===== config.mk =====
export PLATFORM = sky130hd
export DESIGN_NAME = reactionTimerTop
export DESIGN_NICKNAME = d
export VERILOG_FILES = /design/src/rtl/reactionPkg.sv /design/src/rtl/buttonEdges.sv /design/src/rtl/delayLfsr.sv /design/src/rtl/reactionFsm.sv /design/src/rtl/bcdConverter.sv /design/src/rtl/displayScan.sv /design/src/rtl/reactionTimerTop.sv
export SDC_FILE = /design/constraint.sdc
export NUM_CORES = 1
export LEC_CHECK = 0
export BUFFER_PORTS_ARGS = -buffer_cell sky130_fd_sc_hd__buf_2
export CORE_MARGIN = 5
export CORE_UTILIZATION = 45
export CTS_CLUSTER_SIZE = 8
export DETAILED_ROUTE_END_ITERATION = 6
export PLACE_DENSITY_LB_ADDON = 0.08
export SYNTH_ARGS = -nofsm -noshare
export SYNTH_HDL_FRONTEND = slang
export SYNTH_SLANG_ARGS = --single-unit

===== constraint.sdc =====
create_clock -name clk_1kHz -period 21.7 [get_ports clk_1kHz]
set_input_delay 1.085 -clock clk_1kHz [delete_from_list [all_inputs] [get_ports clk_1kHz]]
set_output_delay 1.085 -clock clk_1kHz [all_outputs]
set_load 0.01 [all_outputs]

===== src/rtl/reactionPkg.sv =====
`default_nettype none

package reactionPkg;

    typedef enum logic [2:0] {
        Idle,
        Prep,
        Test,
        Result,
        Record
    } timerState_t;

    typedef enum logic [1:0] {
        Blank,
        Time,
        Fail
    } displayMode_t;

    // one count is one cycle of the 1 kHz clock
    typedef logic [13:0] msTime_t;

    // what the controller wants on the display
    typedef struct packed {
        displayMode_t mode;
        msTime_t      value;
    } displayReq_t;

    typedef struct packed {
        logic [3:0] thousands;
        logic [3:0] hundreds;
        logic [3:0] tens;
        logic [3:0] ones;
    } bcdDigits_t;

    // single-cycle press pulses
    typedef struct packed {
        logic start;
        logic stop;
        logic record;
    } buttonPress_t;

    localparam msTime_t MaxReactionMs = 14'd9999;
    localparam msTime_t ResultHoldMs  = 14'd10000;
    localparam msTime_t RecordHoldMs  = 14'd1000;
    localparam msTime_t NoRecord      = 14'd9999;

    // the letters sit right after the ten digits in the font table
    localparam logic [3:0] FontF = 4'd10;
    localparam logic [3:0] FontA = 4'd11;
    localparam logic [3:0] FontI = 4'd12;
    localparam logic [3:0] FontL = 4'd13;

    // active-low cathodes, bit order {g, f, e, d, c, b, a}
    localparam logic [6:0] SegmentFont [14] = '{
        7'b1000000, 7'b1111001, 7'b0100100, 7'b0110000, 7'b0011001,
        7'b0010010, 7'b0000010, 7'b1111000, 7'b0000000, 7'b0010000,
        7'b0001110, 7'b0001000, 7'b1001111, 7'b1000111
    };

endpackage

`default_nettype wire


===== src/rtl/buttonEdges.sv =====
`timescale 1ns/1ps
`default_nettype none

module buttonEdges (
    input  wire logic                  clk_1kHz,
    input  wire logic                  resetFSM,
    input  wire logic                  start,
    input  wire logic                  stop,
    input  wire logic                  record,
    output reactionPkg::buttonPress_t  presses
);
    import reactionPkg::*;

    logic [2:0] syncFirst;
    logic [2:0] syncSecond;
    logic [2:0] previousLevel;

    // the buttons are asynchronous to the clock, so two flops come first
    // and a third keeps the last synchronized level for edge detection
    always_ff @(posedge clk_1kHz) begin
        if (resetFSM) begin
            syncFirst     <= 3'b000;
            syncSecond    <= 3'b000;
            previousLevel <= 3'b000;
            presses       <= '0;
        end else begin
            syncFirst     <= {start, stop, record};
            syncSecond    <= syncFirst;
            previousLevel <= syncSecond;
            presses       <= buttonPress_t'(syncSecond & ~previousLevel);
        end
    end

endmodule

`default_nettype wire


===== src/rtl/delayLfsr.sv =====
`timescale 1ns/1ps
`default_nettype none

module delayLfsr #(
    parameter int PrepRandBits = 10
) (
    input  wire logic              clk_1kHz,
    input  wire logic              resetFSM,
    output logic [PrepRandBits-1:0] randomDelay
);

    localparam logic [15:0] Seed = 16'hACE1;

    logic [15:0] shiftReg;
    logic        feedback;

    // taps 16, 14, 13 and 11 give the maximal length of 65535 states,
    // and the all-zero state is never reached from a nonzero seed
    assign feedback = shiftReg[15] ^ shiftReg[13] ^ shiftReg[12] ^ shiftReg[10];

    always_ff @(posedge clk_1kHz) begin
        if (resetFSM) begin
            shiftReg <= Seed;
        end else begin
            shiftReg <= {shiftReg[14:0], feedback};
        end
    end

    // runs every cycle, so the value caught by the start press depends
    // on how long the player waited
    assign randomDelay = shiftReg[PrepRandBits-1:0];

endmodule

`default_nettype wire


===== src/rtl/reactionFsm.sv =====
`timescale 1ns/1ps
`default_nettype none

module reactionFsm #(
    parameter int PrepBaseMs   = 1000,
    parameter int PrepRandBits = 10
) (
    input  wire logic                      clk_1kHz,
    input  wire logic                      resetFSM,
    input  wire reactionPkg::buttonPress_t presses,
    input  wire logic [PrepRandBits-1:0]   randomDelay,
    output logic                           testLed,
    output reactionPkg::displayReq_t       displayRequest
);
    import reactionPkg::*;

    timerState_t state;
    timerState_t nextState;
    msTime_t     msCount;
    msTime_t     elapsed;
    msTime_t     prepLength;
    msTime_t     reactionTime;
    msTime_t     bestTime;
    logic        failFlag;
    logic        leavingTest;

    // counts the current cycle too, so it equals the cycles spent in the state
    assign elapsed = msCount + 14'd1;

    ////////////////////////////////////////////////////////////////////////////
    // next state

    always_comb begin
        nextState = state;
        case (state)
            Idle: begin
                if (presses.start) begin
                    nextState = Prep;
                end else if (presses.record) begin
                    nextState = Record;
                end
            end
            Prep: begin
                // an early stop is a fail and skips the test
                if (presses.stop) begin
                    nextState = Result;
                end else if (elapsed == prepLength) begin
                    nextState = Test;
                end
            end
            Test: begin
                if (presses.stop || elapsed == MaxReactionMs) begin
                    nextState = Result;
                end
            end
            Result: begin
                if (elapsed == ResultHoldMs) begin
                    nextState = Idle;
                end
            end
            Record: begin
                if (elapsed == RecordHoldMs) begin
                    nextState = Idle;
                end
            end
            default: nextState = Idle;
        endcase
    end

    assign leavingTest = (state == Test) && (nextState == Result);

    ////////////////////////////////////////////////////////////////////////////
    // state, shared counter and best time

    always_ff @(posedge clk_1kHz) begin
        if (resetFSM) begin
            state    <= Idle;
            msCount  <= '0;
            failFlag <= 1'b0;
            bestTime <= NoRecord;
        end else begin
            state <= nextState;
            // one counter serves every state and restarts on each change
            if (nextState != state || state == Idle) begin
                msCount <= '0;
            end else begin
                msCount <= elapsed;
            end
            if (state == Prep && nextState == Result) begin
                failFlag <= 1'b1;
            end
            if (leavingTest) begin
                failFlag <= (elapsed >= MaxReactionMs);
                if (elapsed < MaxReactionMs && elapsed < bestTime) begin
                    bestTime <= elapsed;
                end
            end
        end
    end

    always_ff @(posedge clk_1kHz) begin
        if (state == Idle && nextState == Prep) begin
            prepLength <= msTime_t'(PrepBaseMs) + msTime_t'(randomDelay);
        end
        if (leavingTest) begin
            reactionTime <= elapsed;
        end
    end

    ////////////////////////////////////////////////////////////////////////////
    // outputs

    assign testLed = (state == Test);

    always_comb begin
        displayRequest.mode  = Blank;
        displayRequest.value = '0;
        case (state)
            Result: begin
                displayRequest.mode  = failFlag ? Fail : Time;
                displayRequest.value = reactionTime;
            end
            Record: begin
                // nothing to show until a valid run has set a best time
                displayRequest.mode  = (bestTime == NoRecord) ? Blank : Time;
                displayRequest.value = bestTime;
            end
            default: begin
                displayRequest.mode  = Blank;
                displayRequest.value = '0;
            end
        endcase
    end

endmodule

`default_nettype wire


===== src/rtl/bcdConverter.sv =====
`timescale 1ns/1ps
`default_nettype none

module bcdConverter (
    input  wire reactionPkg::msTime_t binary,
    output reactionPkg::bcdDigits_t   digits
);
    import reactionPkg::*;

    // four BCD digits above the fourteen binary bits
    logic [29:0] work;

    // double dabble, unrolled by the loops into a purely combinational net
    always_comb begin
        work = {16'd0, binary};
        for (int bitIdx = 0; bitIdx < 14; bitIdx++) begin
            for (int digitIdx = 0; digitIdx < 4; digitIdx++) begin
                // a digit of five or more would carry past nine after the shift
                if (work[14 + 4*digitIdx +: 4] >= 4'd5) begin
                    work[14 + 4*digitIdx +: 4] = work[14 + 4*digitIdx +: 4] + 4'd3;
                end
            end
            work = work << 1;
        end
    end

    // valid up to 9999; larger values overflow the thousands digit
    assign digits = bcdDigits_t'(work[29:14]);

endmodule

`default_nettype wire


===== src/rtl/displayScan.sv =====
`timescale 1ns/1ps
`default_nettype none

module displayScan (
    input  wire logic                     clk_1kHz,
    input  wire logic                     resetFSM,
    input  wire reactionPkg::displayReq_t displayRequest,
    output logic [6:0]                    ssdCathode,
    output logic [3:0]                    ssdAnode,
    output logic                          dp
);
    import reactionPkg::*;

    logic [1:0] scanIndex;
    logic [3:0] fontIndex;
    logic [3:0] digitAnode;
    logic       failMode;
    bcdDigits_t digits;

    bcdConverter timeToBcd (
        .binary (displayRequest.value),
        .digits (digits)
    );

    assign failMode = (displayRequest.mode == Fail);

    // digit 3 is the leftmost, so FAIL reads F on 3 down to L on 0
    always_comb begin
        case (scanIndex)
            2'd0:    fontIndex = failMode ? FontL : digits.ones;
            2'd1:    fontIndex = failMode ? FontI : digits.tens;
            2'd2:    fontIndex = failMode ? FontA : digits.hundreds;
            default: fontIndex = failMode ? FontF : digits.thousands;
        endcase
    end

    assign digitAnode = ~(4'b0001 << scanIndex);

    always_ff @(posedge clk_1kHz) begin
        if (resetFSM) begin
            scanIndex <= 2'd0;
            ssdAnode  <= 4'hF;
            dp        <= 1'b1;
        end else begin
            scanIndex <= scanIndex + 2'd1;
            case (displayRequest.mode)
                Time: begin
                    ssdAnode <= digitAnode;
                    // the point after the thousands digit marks whole seconds
                    dp       <= (scanIndex != 2'd3);
                end
                Fail: begin
                    ssdAnode <= digitAnode;
                    dp       <= 1'b1;
                end
                default: begin
                    ssdAnode <= 4'hF;
                    dp       <= 1'b1;
                end
            endcase
        end
    end

    // cathodes only matter while an anode is low
    always_ff @(posedge clk_1kHz) begin
        ssdCathode <= SegmentFont[fontIndex];
    end

endmodule

`default_nettype wire


===== src/rtl/reactionTimerTop.sv =====
`timescale 1ns/1ps
`default_nettype none

module reactionTimerTop #(
    parameter int PrepBaseMs   = 1000,
    parameter int PrepRandBits = 10
) (
    input  wire logic clk_1kHz,
    input  wire logic resetFSM,
    input  wire logic start,
    input  wire logic stop,
    input  wire logic record,
    output logic      testLed,
    output logic [6:0] ssdCathode,
    output logic [3:0] ssdAnode,
    output logic      dp
);
    import reactionPkg::*;

    buttonPress_t            presses;
    logic [PrepRandBits-1:0] randomDelay;
    displayReq_t             displayRequest;

    ////////////////////////////////////////////////////////////////////////////
    // inputs

    buttonEdges buttons (
        .clk_1kHz (clk_1kHz),
        .resetFSM (resetFSM),
        .start    (start),
        .stop     (stop),
        .record   (record),
        .presses  (presses)
    );

    delayLfsr #(
        .PrepRandBits (PrepRandBits)
    ) randomSource (
        .clk_1kHz    (clk_1kHz),
        .resetFSM    (resetFSM),
        .randomDelay (randomDelay)
    );

    ////////////////////////////////////////////////////////////////////////////
    // controller and display

    reactionFsm #(
        .PrepBaseMs   (PrepBaseMs),
        .PrepRandBits (PrepRandBits)
    ) controller (
        .clk_1kHz       (clk_1kHz),
        .resetFSM       (resetFSM),
        .presses        (presses),
        .randomDelay    (randomDelay),
        .testLed        (testLed),
        .displayRequest (displayRequest)
    );

    displayScan display (
        .clk_1kHz       (clk_1kHz),
        .resetFSM       (resetFSM),
        .displayRequest (displayRequest),
        .ssdCathode     (ssdCathode),
        .ssdAnode       (ssdAnode),
        .dp             (dp)
    );

endmodule

`default_nettype wire


==> impl_metrics.py, run 1 <==
metrics = {
    "outcome": {
        "outcome": "complete, no violations",
    },
    "floorplanning": {
        "rows": 50,
        "die_h_um": 147,
        "ios": 18,
        "dieArea_um2": 21500,
        "core_area_um2": 18500,
        "die_x_um": 147,
        "start_util_pct": 45.4,
    },
    "synth": {
        "synth_edf_count": 25,
        "synthSimpleGateAreaFrac_pct": 22.6,
        "ys_async_sr_fraction_pct": 0,
        "synth_top_family_by_area": "compound AO/OA/AOI/OAI gates",
        "synth_compound_area_share_pct": 25.8,
        "syn_area_um2": 8400,
        "yosys_register_bits": 99,
        "synth.most_common_cell": "nor2_1",
        "yosysUniqueCellTypes": 124,
        "netlist_top_cells_count": "nor2_1, inv_1, dfxtp_1",
        "synth_area_leaders": "dfxtp_1, ha_1, edfxtp_1",
        "synthFlopType": "dfxtp_1",
        "synthCells": 970,
        "synth.avg_cell_area_um2": 8.66,
        "yosys_warnings": 0,
        "synth.top_cell.area_share_pct": 17.6,
        "synthesis.nets": 1036,
        "yosysSeqAreaShare_pct": 26.6,
        "synth.area.mux_share_pct": 4.16,
        "yosysTopAreaCell": "dfxtp_1",
        "synth_fa_ha_area_share_pct": 9.09,
        "synth_xor_area_share_pct": 6.17,
    },
    "critical_path": {
        "critPathMaxStageDelay_ns": 0.73,
        "critPathSlowestCell": "dfxtp_1",
        "critPathCaptureType": "flip-flop",
        "rr_endpoint": "display.ssdCathode[0]",
        "startpoint_type": "flip-flop",
        "critPathMaxFanout": 19,
        "crit_path_frequent_cell": "ha_1",
        "arrival_ns": 12.39,
        "path_class": "flip-flop to flip-flop",
        "r2r_cells": 58,
        "worstReg2RegStart": "controller.state[1]",
        "r2r_slack_ns": 9.55,
        "cp.required_ns": 21.94,
    },
    "route": {
        "wl_mm": 17.9,
        "ant_nets": 0,
        "remaining_drc_errors": 0,
        "first_pass_iters": 5,
        "via_per_inst": 5.65,
        "wl_per_cell_um": 14.7,
        "drt-initial-drc-count": 448,
        "vias": 6869,
    },
    "clock_network": {
        "post_cts_buffers": 0,
        "clk_pin_slew_ns": 0.07,
        "clk_path_buf_depth": 2,
        "cts_resized": 0,
        "cts_hold_buf": 0,
        "cts_max_level": 3,
        "clock_sinks": 99,
        "cts_root_buf": "clkbuf_16",
        "clk_latency_ns": 0.34,
        "cts_tree": "yes",
        "numCtsBuffers": 9,
    },
    "layout": {
        "layout.nets": 1042,
        "area_growth_pct": 6.93,
        "final_cell_area_um2": 8980,
        "n_fill_cell": 1793,
        "n_antenna_cell": 0,
        "fin_cells": 1215,
        "drive_gt1_share_pct": 14.2,
        "post-route-util_pct": 48.5,
    },
    "pwr": {
        "p_int_mw": 0.413,
        "vdd_drop_max_mv": 0.0615,
        "p_switching_mw": 0.239,
        "p_per_area_nw_per_um2": 72.6,
        "switching_share_pct": 36.7,
        "p_seq_share_pct": 31.4,
        "power_frac_clock_pct": 24.2,
        "p_leak_nw": 3.80,
        "share_comb_of_total_power_pct": 44.4,
    },
    "timing": {
        "worstMarginPinSlew_ns": 0.891,
        "fmax_ghz": 0.0823,
        "worst_hold_slack_ns": 0.382,
        "hold_viol_final": 0,
        "setup_violations": 0,
        "period_minus_slack_ns": 12.15,
        "rsz0062_at_grt": "no",
        "fin_crit_sh_pct": 56.0,
        "finalMaxSlewViolations": 0,
        "fin_setup_tns_ns": 0,
        "finClkSkew_ns": 0.00831,
        "relSlewSlack_pct": 40.6,
    },
    "placed_design": {
        "place.gp.congestion": 0.833,
        "place.detailed.hpwl_mm": 14.0,
        "placed_area_um2": 8680,
        "io_buffers": 17,
        "placed_cells": 1199,
    },
    "hold_path": {
        "min-delay-start": "buttons.previousLevel[0]",
        "min_to": "buttons.presses[0]",
        "hp-class": "flip-flop to flip-flop",
        "min_path_cells": 1,
    },
    "run": {
        "drv_cap": 0,
    },
    "global_route": {
        "grt_usage_pct": 16.8,
        "antenna_found_initial": 0,
        "grt_max_degree": 38,
        "grt_pass1_vias": 6477,
        "grt_first_pass_wirelength_mm": 31.0,
        "grt-ovfl-total": 0,
    },
}
[flip-flops by register name (all words and copies together) (netlist names), 4 cells and up]
| register | flops |
|---|---|
| controller.prepLength | 11 |
| controller.reactionTime | 14 |
| display.ssdAnode | 4 |
| controller.msCount | 14 |
| controller.bestTime | 14 |
| randomSource.shiftReg | 16 |
| display.ssdCathode | 7 |
[worst max-delay path by stage]
stage	slack (ns)	startpoint	cells past startpoint	end
6_report	9.55	controller.state[1]	58	display.ssdCathode[0]
3_3_place_gp	9.75	controller.state[0]	59	display.ssdCathode[0]
3_5_place_dp	9.62	controller.state[0]	58	display.ssdCathode[0]
4_1_cts	9.59	controller.state[0]	58	display.ssdCathode[0]
5_1_grt	8.37	controller.state[0]	58	display.ssdCathode[0]
2_1_floorplan	11.19	controller.state[2]	58	display.ssdCathode[0]
[cell type report]
cell class / instances / area [um2] / area share [%]
flip-flops and latches: 99 / 2230 / 24.9
clock inverters: 5 / 40.0 / 0.446
clock buffers: 11 / 264 / 2.94
multi-input cells: 759 / 5710 / 63.6
well taps: 234 / 293 / 3.26
repair buffers: 21 / 115 / 1.28
inverters: 86 / 323 / 3.59
[stage by stage]
stage                     worst slack [ns]  total power [mW]
after detailed placement              9.62             0.497
after global placement                9.75             0.498
after floorplan                      11.19             0.449
final                                 9.55             0.652
after global routing                  8.37             0.702
after CTS                             9.59             0.657
[logic make-up after synthesis]
family / count (synthesis)
AO/OA/AOI/OAI: 275
AND/OR/NAND/NOR: 340
adder cells (fa/ha/maj): 61
multiplexers: 31
buffers and inverters: 112
XOR/XNOR: 52
flip-flops: 99
[worst max-delay path: cells and delay by family, from the launching register on]
family	cells	cell delay [ns]
AO/OA/AOI/OAI	18	4.03
XOR/XNOR	5	1.16
adder cells (fa/ha/maj)	10	2.36
buffers and inverters	8	0.81
flip-flops	1	0.73
multiplexers	2	0.48
AND/OR/NAND/NOR	15	2.48
[power by group through the flow]
| stage | sequential, mW | clock (mW) | combinational, mW |
|---|---|---|---|
| finish | 0.205 | 0.158 | 0.290 |
| global route | 0.206 | 0.170 | 0.327 |
| CTS | 0.205 | 0.162 | 0.290 |
| detailed placement | 0.209 | 0 | 0.288 |
| global placement | 0.209 | 0 | 0.289 |
| floorplan | 0.210 | 0 | 0.238 |
[metal layers]
| metal | wire [um] | GRT usage (%) |
|---|---|---|
| met5 | 0 | 0 |
| met1 | 8790 | 23.3 |
| met4 | 242 | 4.75 |
| met3 | 378 | 1.33 |
| met2 | 8500 | 28.1 |
[cell usage in the layout, fill, tap and decap left out, types with 12 or more instances in the layout]
cell,count
o21ai_1,13
dfxtp_1,74
nor2_1,86
nand2_1,60
nor2b_1,36
a22oi_1,12
nand3_1,25
a211oi_1,17
o21ai_0,31
xor2_1,22
edfxtp_1,25
xnor2_1,24
o211ai_1,18
or2_2,12
ha_1,61
a21oi_1,43
nor3_1,16
nand2b_1,20
buf_2,17
mux2i_1,18
inv_1,75
Power figures use the tool's default switching activity.
==> inputs of run 2 (changes only) <==
==> constraint.sdc (replaced) <==
create_clock -name clk_1kHz -period 11.76 [get_ports clk_1kHz]
set_input_delay 0.588 -clock clk_1kHz [delete_from_list [all_inputs] [get_ports clk_1kHz]]
set_output_delay 0.588 -clock clk_1kHz [all_outputs]
set_load 0.01 [all_outputs]
==> run 2 against run 1 <==
  * Worst setup slack got worse by 8.8 ns
  * Design area rose by 3.6%
  * Non-clock buffer count rose by 26
  * Global-route usage barely moved
  * Clock skew rose by 0.0018 ns
  * Register-to-register slack got worse by 8.8 ns
  * Critical path type unchanged
  * Largest cell class unchanged
  * Largest power group unchanged
==> impl_metrics.py, run 2 (synthesized netlist as in run 1, its figures left out) <==
metrics = {
    "outcome": {
        "outcome": "complete, no violations",
    },
    "pwr": {
        "p_leak_nw": 3.92,
        "p_per_area_nw_per_um2": 134,
        "finalPower_mw": 1.24,
        "vdd_drop_max_mv": 0.119,
    },
    "clock_network": {
        "numCtsBuffers": 9,
        "cts_max_level": 3,
        "clk_pin_slew_ns": 0.07,
        "cts_tree": "yes",
        "clk_path_buf_depth": 2,
        "clock_sinks": 99,
        "cts_root_buf": "clkbuf_16",
        "clk_latency_ns": 0.34,
    },
    "critical_path": {
        "path_class": "flip-flop to flip-flop",
        "arrival_ns": 11.23,
        "critPathCaptureType": "flip-flop",
        "startpoint_type": "flip-flop",
        "cp.required_ns": 11.99,
        "critPathSlowestCell": "and4bb_4",
        "critPathMaxStageDelay_ns": 0.41,
        "crit_path_frequent_cell": "ha_1",
        "critPathMaxFanout": 9,
    },
    "hold_path": {
        "hp-class": "flip-flop to flip-flop",
    },
    "layout": {
        "n_fill_cell": 1787,
        "area_growth_pct": 10.8,
        "largest_reg_flops": 16,
        "final_cell_mix": "nor2_1, inv_1, dfxtp_1",
        "multi_input_area_um2": 5850,
        "final_cell_area_um2": 9300,
        "regMostFlops": "randomSource.shiftReg",
        "regArea_um2": 2240,
        "layout.nets": 1068,
        "fin_cells": 1241,
        "mostFrequentLayoutCell": "nor2_1",
        "drive_gt1_share_pct": 18.3,
        "n_antenna_cell": 0,
        "post-route-util_pct": 50.2,
    },
    "placed_design": {
        "io_buffers": 17,
        "dp_worst_setup_slack_ns": -0.0719,
        "place.detailed.hpwl_mm": 14.0,
        "place.gp.congestion": 0.815,
        "placed_area_um2": 8790,
        "placed_cells": 1214,
    },
    "floorplanning": {
        "core_area_um2": 18500,
        "dieArea_um2": 21500,
        "start_util_pct": 45.4,
        "rows": 50,
        "die_h_um": 147,
        "ios": 18,
        "die_x_um": 147,
    },
    "global_route": {
        "grt_pass1_vias": 6377,
        "grt_first_pass_wirelength_mm": 30.8,
        "grt_usage_pct": 16.8,
        "grt_max_degree": 38,
        "grt-ovfl-total": 0,
        "antenna_found_initial": 0,
    },
    "timing": {
        "fin_setup_tns_ns": 0,
        "setup_slack_ns": 0.759,
        "relSlewSlack_pct": 44.4,
        "period_minus_slack_ns": 11.00,
        "fmax_ghz": 0.0909,
        "worstMarginPinSlew_ns": 0.834,
        "worst_hold_slack_ns": 0.382,
        "fin_crit_sh_pct": 93.5,
        "finClkSkew_ns": 0.0101,
        "hold_viol_final": 0,
        "setup_violations": 0,
        "finalMaxSlewViolations": 0,
    },
    "route": {
        "first_pass_iters": 5,
        "wl_per_cell_um": 14.8,
        "via_per_inst": 5.61,
        "ant_nets": 0,
        "vias": 6961,
        "wl_mm": 18.3,
        "remaining_drc_errors": 0,
        "drt-initial-drc-count": 452,
    },
    "run": {
        "drv_cap": 0,
    },
}
[run 2: what timing repair did]
| item | 4_1_cts | 5_1_grt |
|---|---|---|
| buffers inserted | 0 | 11 |
| endpoints found under the setup margin | 5 | 7 |
| pin swaps | 0 | 11 |
| gates resized for setup | 3 | 26 |
| hold buffers | 0 | 0 |
| gates cloned | 0 | 0 |
[run 2: power by group]
part	internal (mW)	total, mW	switching [mW]
Clock	0.165	0.289	0.124
Sequential	0.369	0.376	0.00687
Combinational	0.258	0.578	0.321
[run 2: final cells by class]
cell class | instances | share of cell area [%]
multi-input cells | 759 | 62.8
well taps | 234 | 3.15
inverters | 86 | 3.47
clock buffers | 10 | 2.46
repair buffers | 47 | 3.34
flip-flops and latches | 99 | 24.0
clock inverters | 6 | 0.699
[run 2: path summary, 6_finish.rpt]
path / startpoint / slack, ns / cells past startpoint / to
hold reg to reg: buttons.previousLevel[2] / 0.38 / 1 / buttons.presses[2]
setup / recovery: controller.state[0] / 0.76 / 59 / display.ssdCathode[0]
setup reg to reg: controller.state[0] / 0.76 / 59 / display.ssdCathode[0]
hold / removal: buttons.previousLevel[2] / 0.38 / 1 / buttons.presses[2]
[run 2: metal layers]
| layer | track usage, % | vias up | routed length, um |
|---|---|---|---|
| met2 | 28.4 | 65 | 8740 |
| li1 | - | 3628 | - |
| met4 | 3.06 | 0 | 136 |
| met1 | 23.5 | 3258 | 9130 |
| met3 | 1.74 | 10 | 338 |
| met5 | 0 | - | 0 |
[run 2: critical path: cells and delay by family (launching register included)]
family                     cells  cell delay (ns)
xor gates and xnor gates       2             0.32
buffers and inverters          9             0.88
DFF                            1             0.36
AOI/OAI and AO/OA             20             4.42
adders and majority gates     11             2.43
and+or+nand+nor               15             2.01
muxes                          2             0.44
==> inputs of run 3 (changes only) <==
--- a/config.mk
+++ b/config.mk
@@ -7,10 +7,10 @@
 export LEC_CHECK = 0
 export BUFFER_PORTS_ARGS = -buffer_cell sky130_fd_sc_hd__buf_2
 export CORE_MARGIN = 5
-export CORE_UTILIZATION = 45
+export CORE_UTILIZATION = 35
 export CTS_CLUSTER_SIZE = 8
 export DETAILED_ROUTE_END_ITERATION = 6
-export PLACE_DENSITY_LB_ADDON = 0.08
+export PLACE_DENSITY = 0.58
 export SYNTH_ARGS = -nofsm -noshare
 export SYNTH_HDL_FRONTEND = slang
 export SYNTH_SLANG_ARGS = --single-unit
==> run 3 against run 2 <==
  * Utilization fell by 10 points
  * Worst setup slack got worse by 0.011 ns
  * Combinational power decreased by 1%
  * Sequential share of layout area shrank 0.17 points
  * Wire length is 2.1% lower
  * Via count is 0.53% higher
  * Sequential power about the same
  * Clock skew is 0.0023 ns lower
  * Die area up 27%
  * Critical path depth is 5 lower
  * Cell count grew 6.2%
  * First-iteration DRC count rose by 8.4%
  * Largest power group unchanged
==> impl_metrics.py, run 3 (synthesized netlist as in run 1, its figures left out) <==
metrics = {
    "clock_network": {
        "clk_pin_slew_ns": 0.07,
        "clk_latency_ns": 0.35,
        "clk_path_buf_depth": 2,
        "numCtsBuffers": 9,
        "cts_root_buf": "clkbuf_16",
        "cts_tree": "yes",
        "clock_sinks": 99,
        "cts_max_level": 3,
        "cts_hold_buf": 0,
    },
    "global_route": {
        "grt_max_degree": 38,
        "grt_first_pass_wirelength_mm": 30.7,
        "antenna_found_initial": 0,
        "grt-ovfl-total": 0,
        "grt_use_met2_pct": 22.3,
        "grt_pass1_vias": 6559,
        "use_met1_pct": 18.5,
        "grt_use_met3_pct": 1.62,
        "grt_usage_pct": 13.4,
        "grt.busiest_layer": "met2",
    },
    "run": {
        "drv_cap": 0,
    },
    "timing": {
        "fmax_ghz": 0.0908,
        "hold_viol_final": 0,
        "finalMaxSlewViolations": 0,
        "setup_slack_ns": 0.749,
        "worst_hold_slack_ns": 0.383,
        "fin_setup_tns_ns": 0,
        "period_minus_slack_ns": 11.01,
        "worstMarginPinSlew_ns": 1.12,
        "finClkSkew_ns": 0.00783,
        "fin_crit_sh_pct": 93.6,
        "relSlewSlack_pct": 25.1,
        "setup_violations": 0,
    },
    "placed_design": {
        "dp_worst_setup_slack_ns": 0.00588,
        "placed_cells": 1288,
        "place.detailed.hpwl_mm": 13.8,
        "place.gp.congestion": 0.879,
        "io_buffers": 17,
        "placed_area_um2": 8810,
    },
    "pwr": {
        "p_leak_nw": 3.91,
        "finalPower_mw": 1.24,
        "p_per_area_nw_per_um2": 132,
        "vdd_drop_max_mv": 0.104,
    },
    "floorplanning": {
        "ios": 18,
        "rows": 56,
        "core_area_um2": 23500,
        "die_x_um": 165,
        "dieArea_um2": 27200,
        "die_h_um": 165,
        "start_util_pct": 35.7,
    },
    "critical_path": {
        "path_class": "flip-flop to flip-flop",
        "critPathSlowestCell": "or4b_1",
        "critPathMaxFanout": 11,
        "r2r_slack_ns": 0.75,
        "critPathCaptureType": "flip-flop",
        "startpoint_type": "flip-flop",
        "arrival_ns": 11.29,
        "r2r_cells": 54,
        "crit_path_frequent_cell": "ha_1",
        "cp.required_ns": 12.04,
        "critPathMaxStageDelay_ns": 0.53,
    },
    "layout": {
        "n_fill_cell": 2359,
        "area_growth_pct": 11.6,
        "post-route-util_pct": 39.8,
        "mostFrequentLayoutCell": "nor2_1",
        "final_cell_area_um2": 9370,
        "drive_gt1_share_pct": 18.2,
        "largest_reg_flops": 16,
        "fin_cells": 1318,
        "final_cell_mix": "nor2_1, inv_1, dfxtp_1",
        "layout.nets": 1060,
        "regMostFlops": "randomSource.shiftReg",
        "n_antenna_cell": 0,
    },
    "outcome": {
        "outcome": "complete, no violations",
    },
    "route": {
        "wl_per_cell_um": 13.6,
        "vias": 6998,
        "ant_nets": 0,
        "wl_mm": 18.0,
        "remaining_drc_errors": 0,
        "drt-initial-drc-count": 490,
        "first_pass_iters": 6,
        "via_per_inst": 5.31,
    },
    "hold_path": {
        "min_path_cells": 1,
        "hp-class": "flip-flop to flip-flop",
    },
}
## run 3: final timing paths
path,end,from
setup / recovery,display.ssdCathode[4],controller.state[0]
hold / removal,buttons.presses[2],buttons.previousLevel[2]
setup reg to reg,display.ssdCathode[4],controller.state[0]
hold reg to reg,buttons.presses[2],buttons.previousLevel[2]
## run 3: layer usage
metal,wire (um),up-vias,part of all wire [%]
li1,-,3606,-
met4,314,0,1.7
met5,0,-,0
met3,436,26,2.4
met2,8420,102,47
met1,8790,3264,49
## run 3: critical path, delay by kind of cell (launching register included)
kind | cells | cell delay, ns
AO/OA/AOI/OAI | 21 | 4.53
XOR/XNOR | 3 | 0.57
adder cells (fa/ha/maj) | 11 | 2.37
buffers and inverters | 7 | 0.58
flip-flops | 1 | 0.42
multiplexers | 3 | 0.75
AND/OR/NAND/NOR | 9 | 1.73
## run 3: what timing repair did
| item | in CTS | in global routing |
|---|---|---|
| buffers inserted | 2 | 12 |
| gates resized for setup | 3 | 30 |
| endpoints found under the setup margin | 5 | 7 |
| pin swaps | 2 | 8 |
## run 3: power breakdown
| group | internal, mW | switching, mW |
|---|---|---|
| clock | 0.160 | 0.131 |
| combinational | 0.251 | 0.321 |
| sequential | 0.369 | 0.00743 |
| total | 0.781 | 0.459 |
## run 3: cell type report
cell class	instances	area (um2)	area share, %
inverters	86	323	3.45
clock inverters	6	50.0	0.534
multi-input cells	759	5860	62.6
well taps	319	399	4.26
clock buffers	10	250	2.67
repair buffers	39	250	2.67
flip-flops and latches	99	2240	23.9
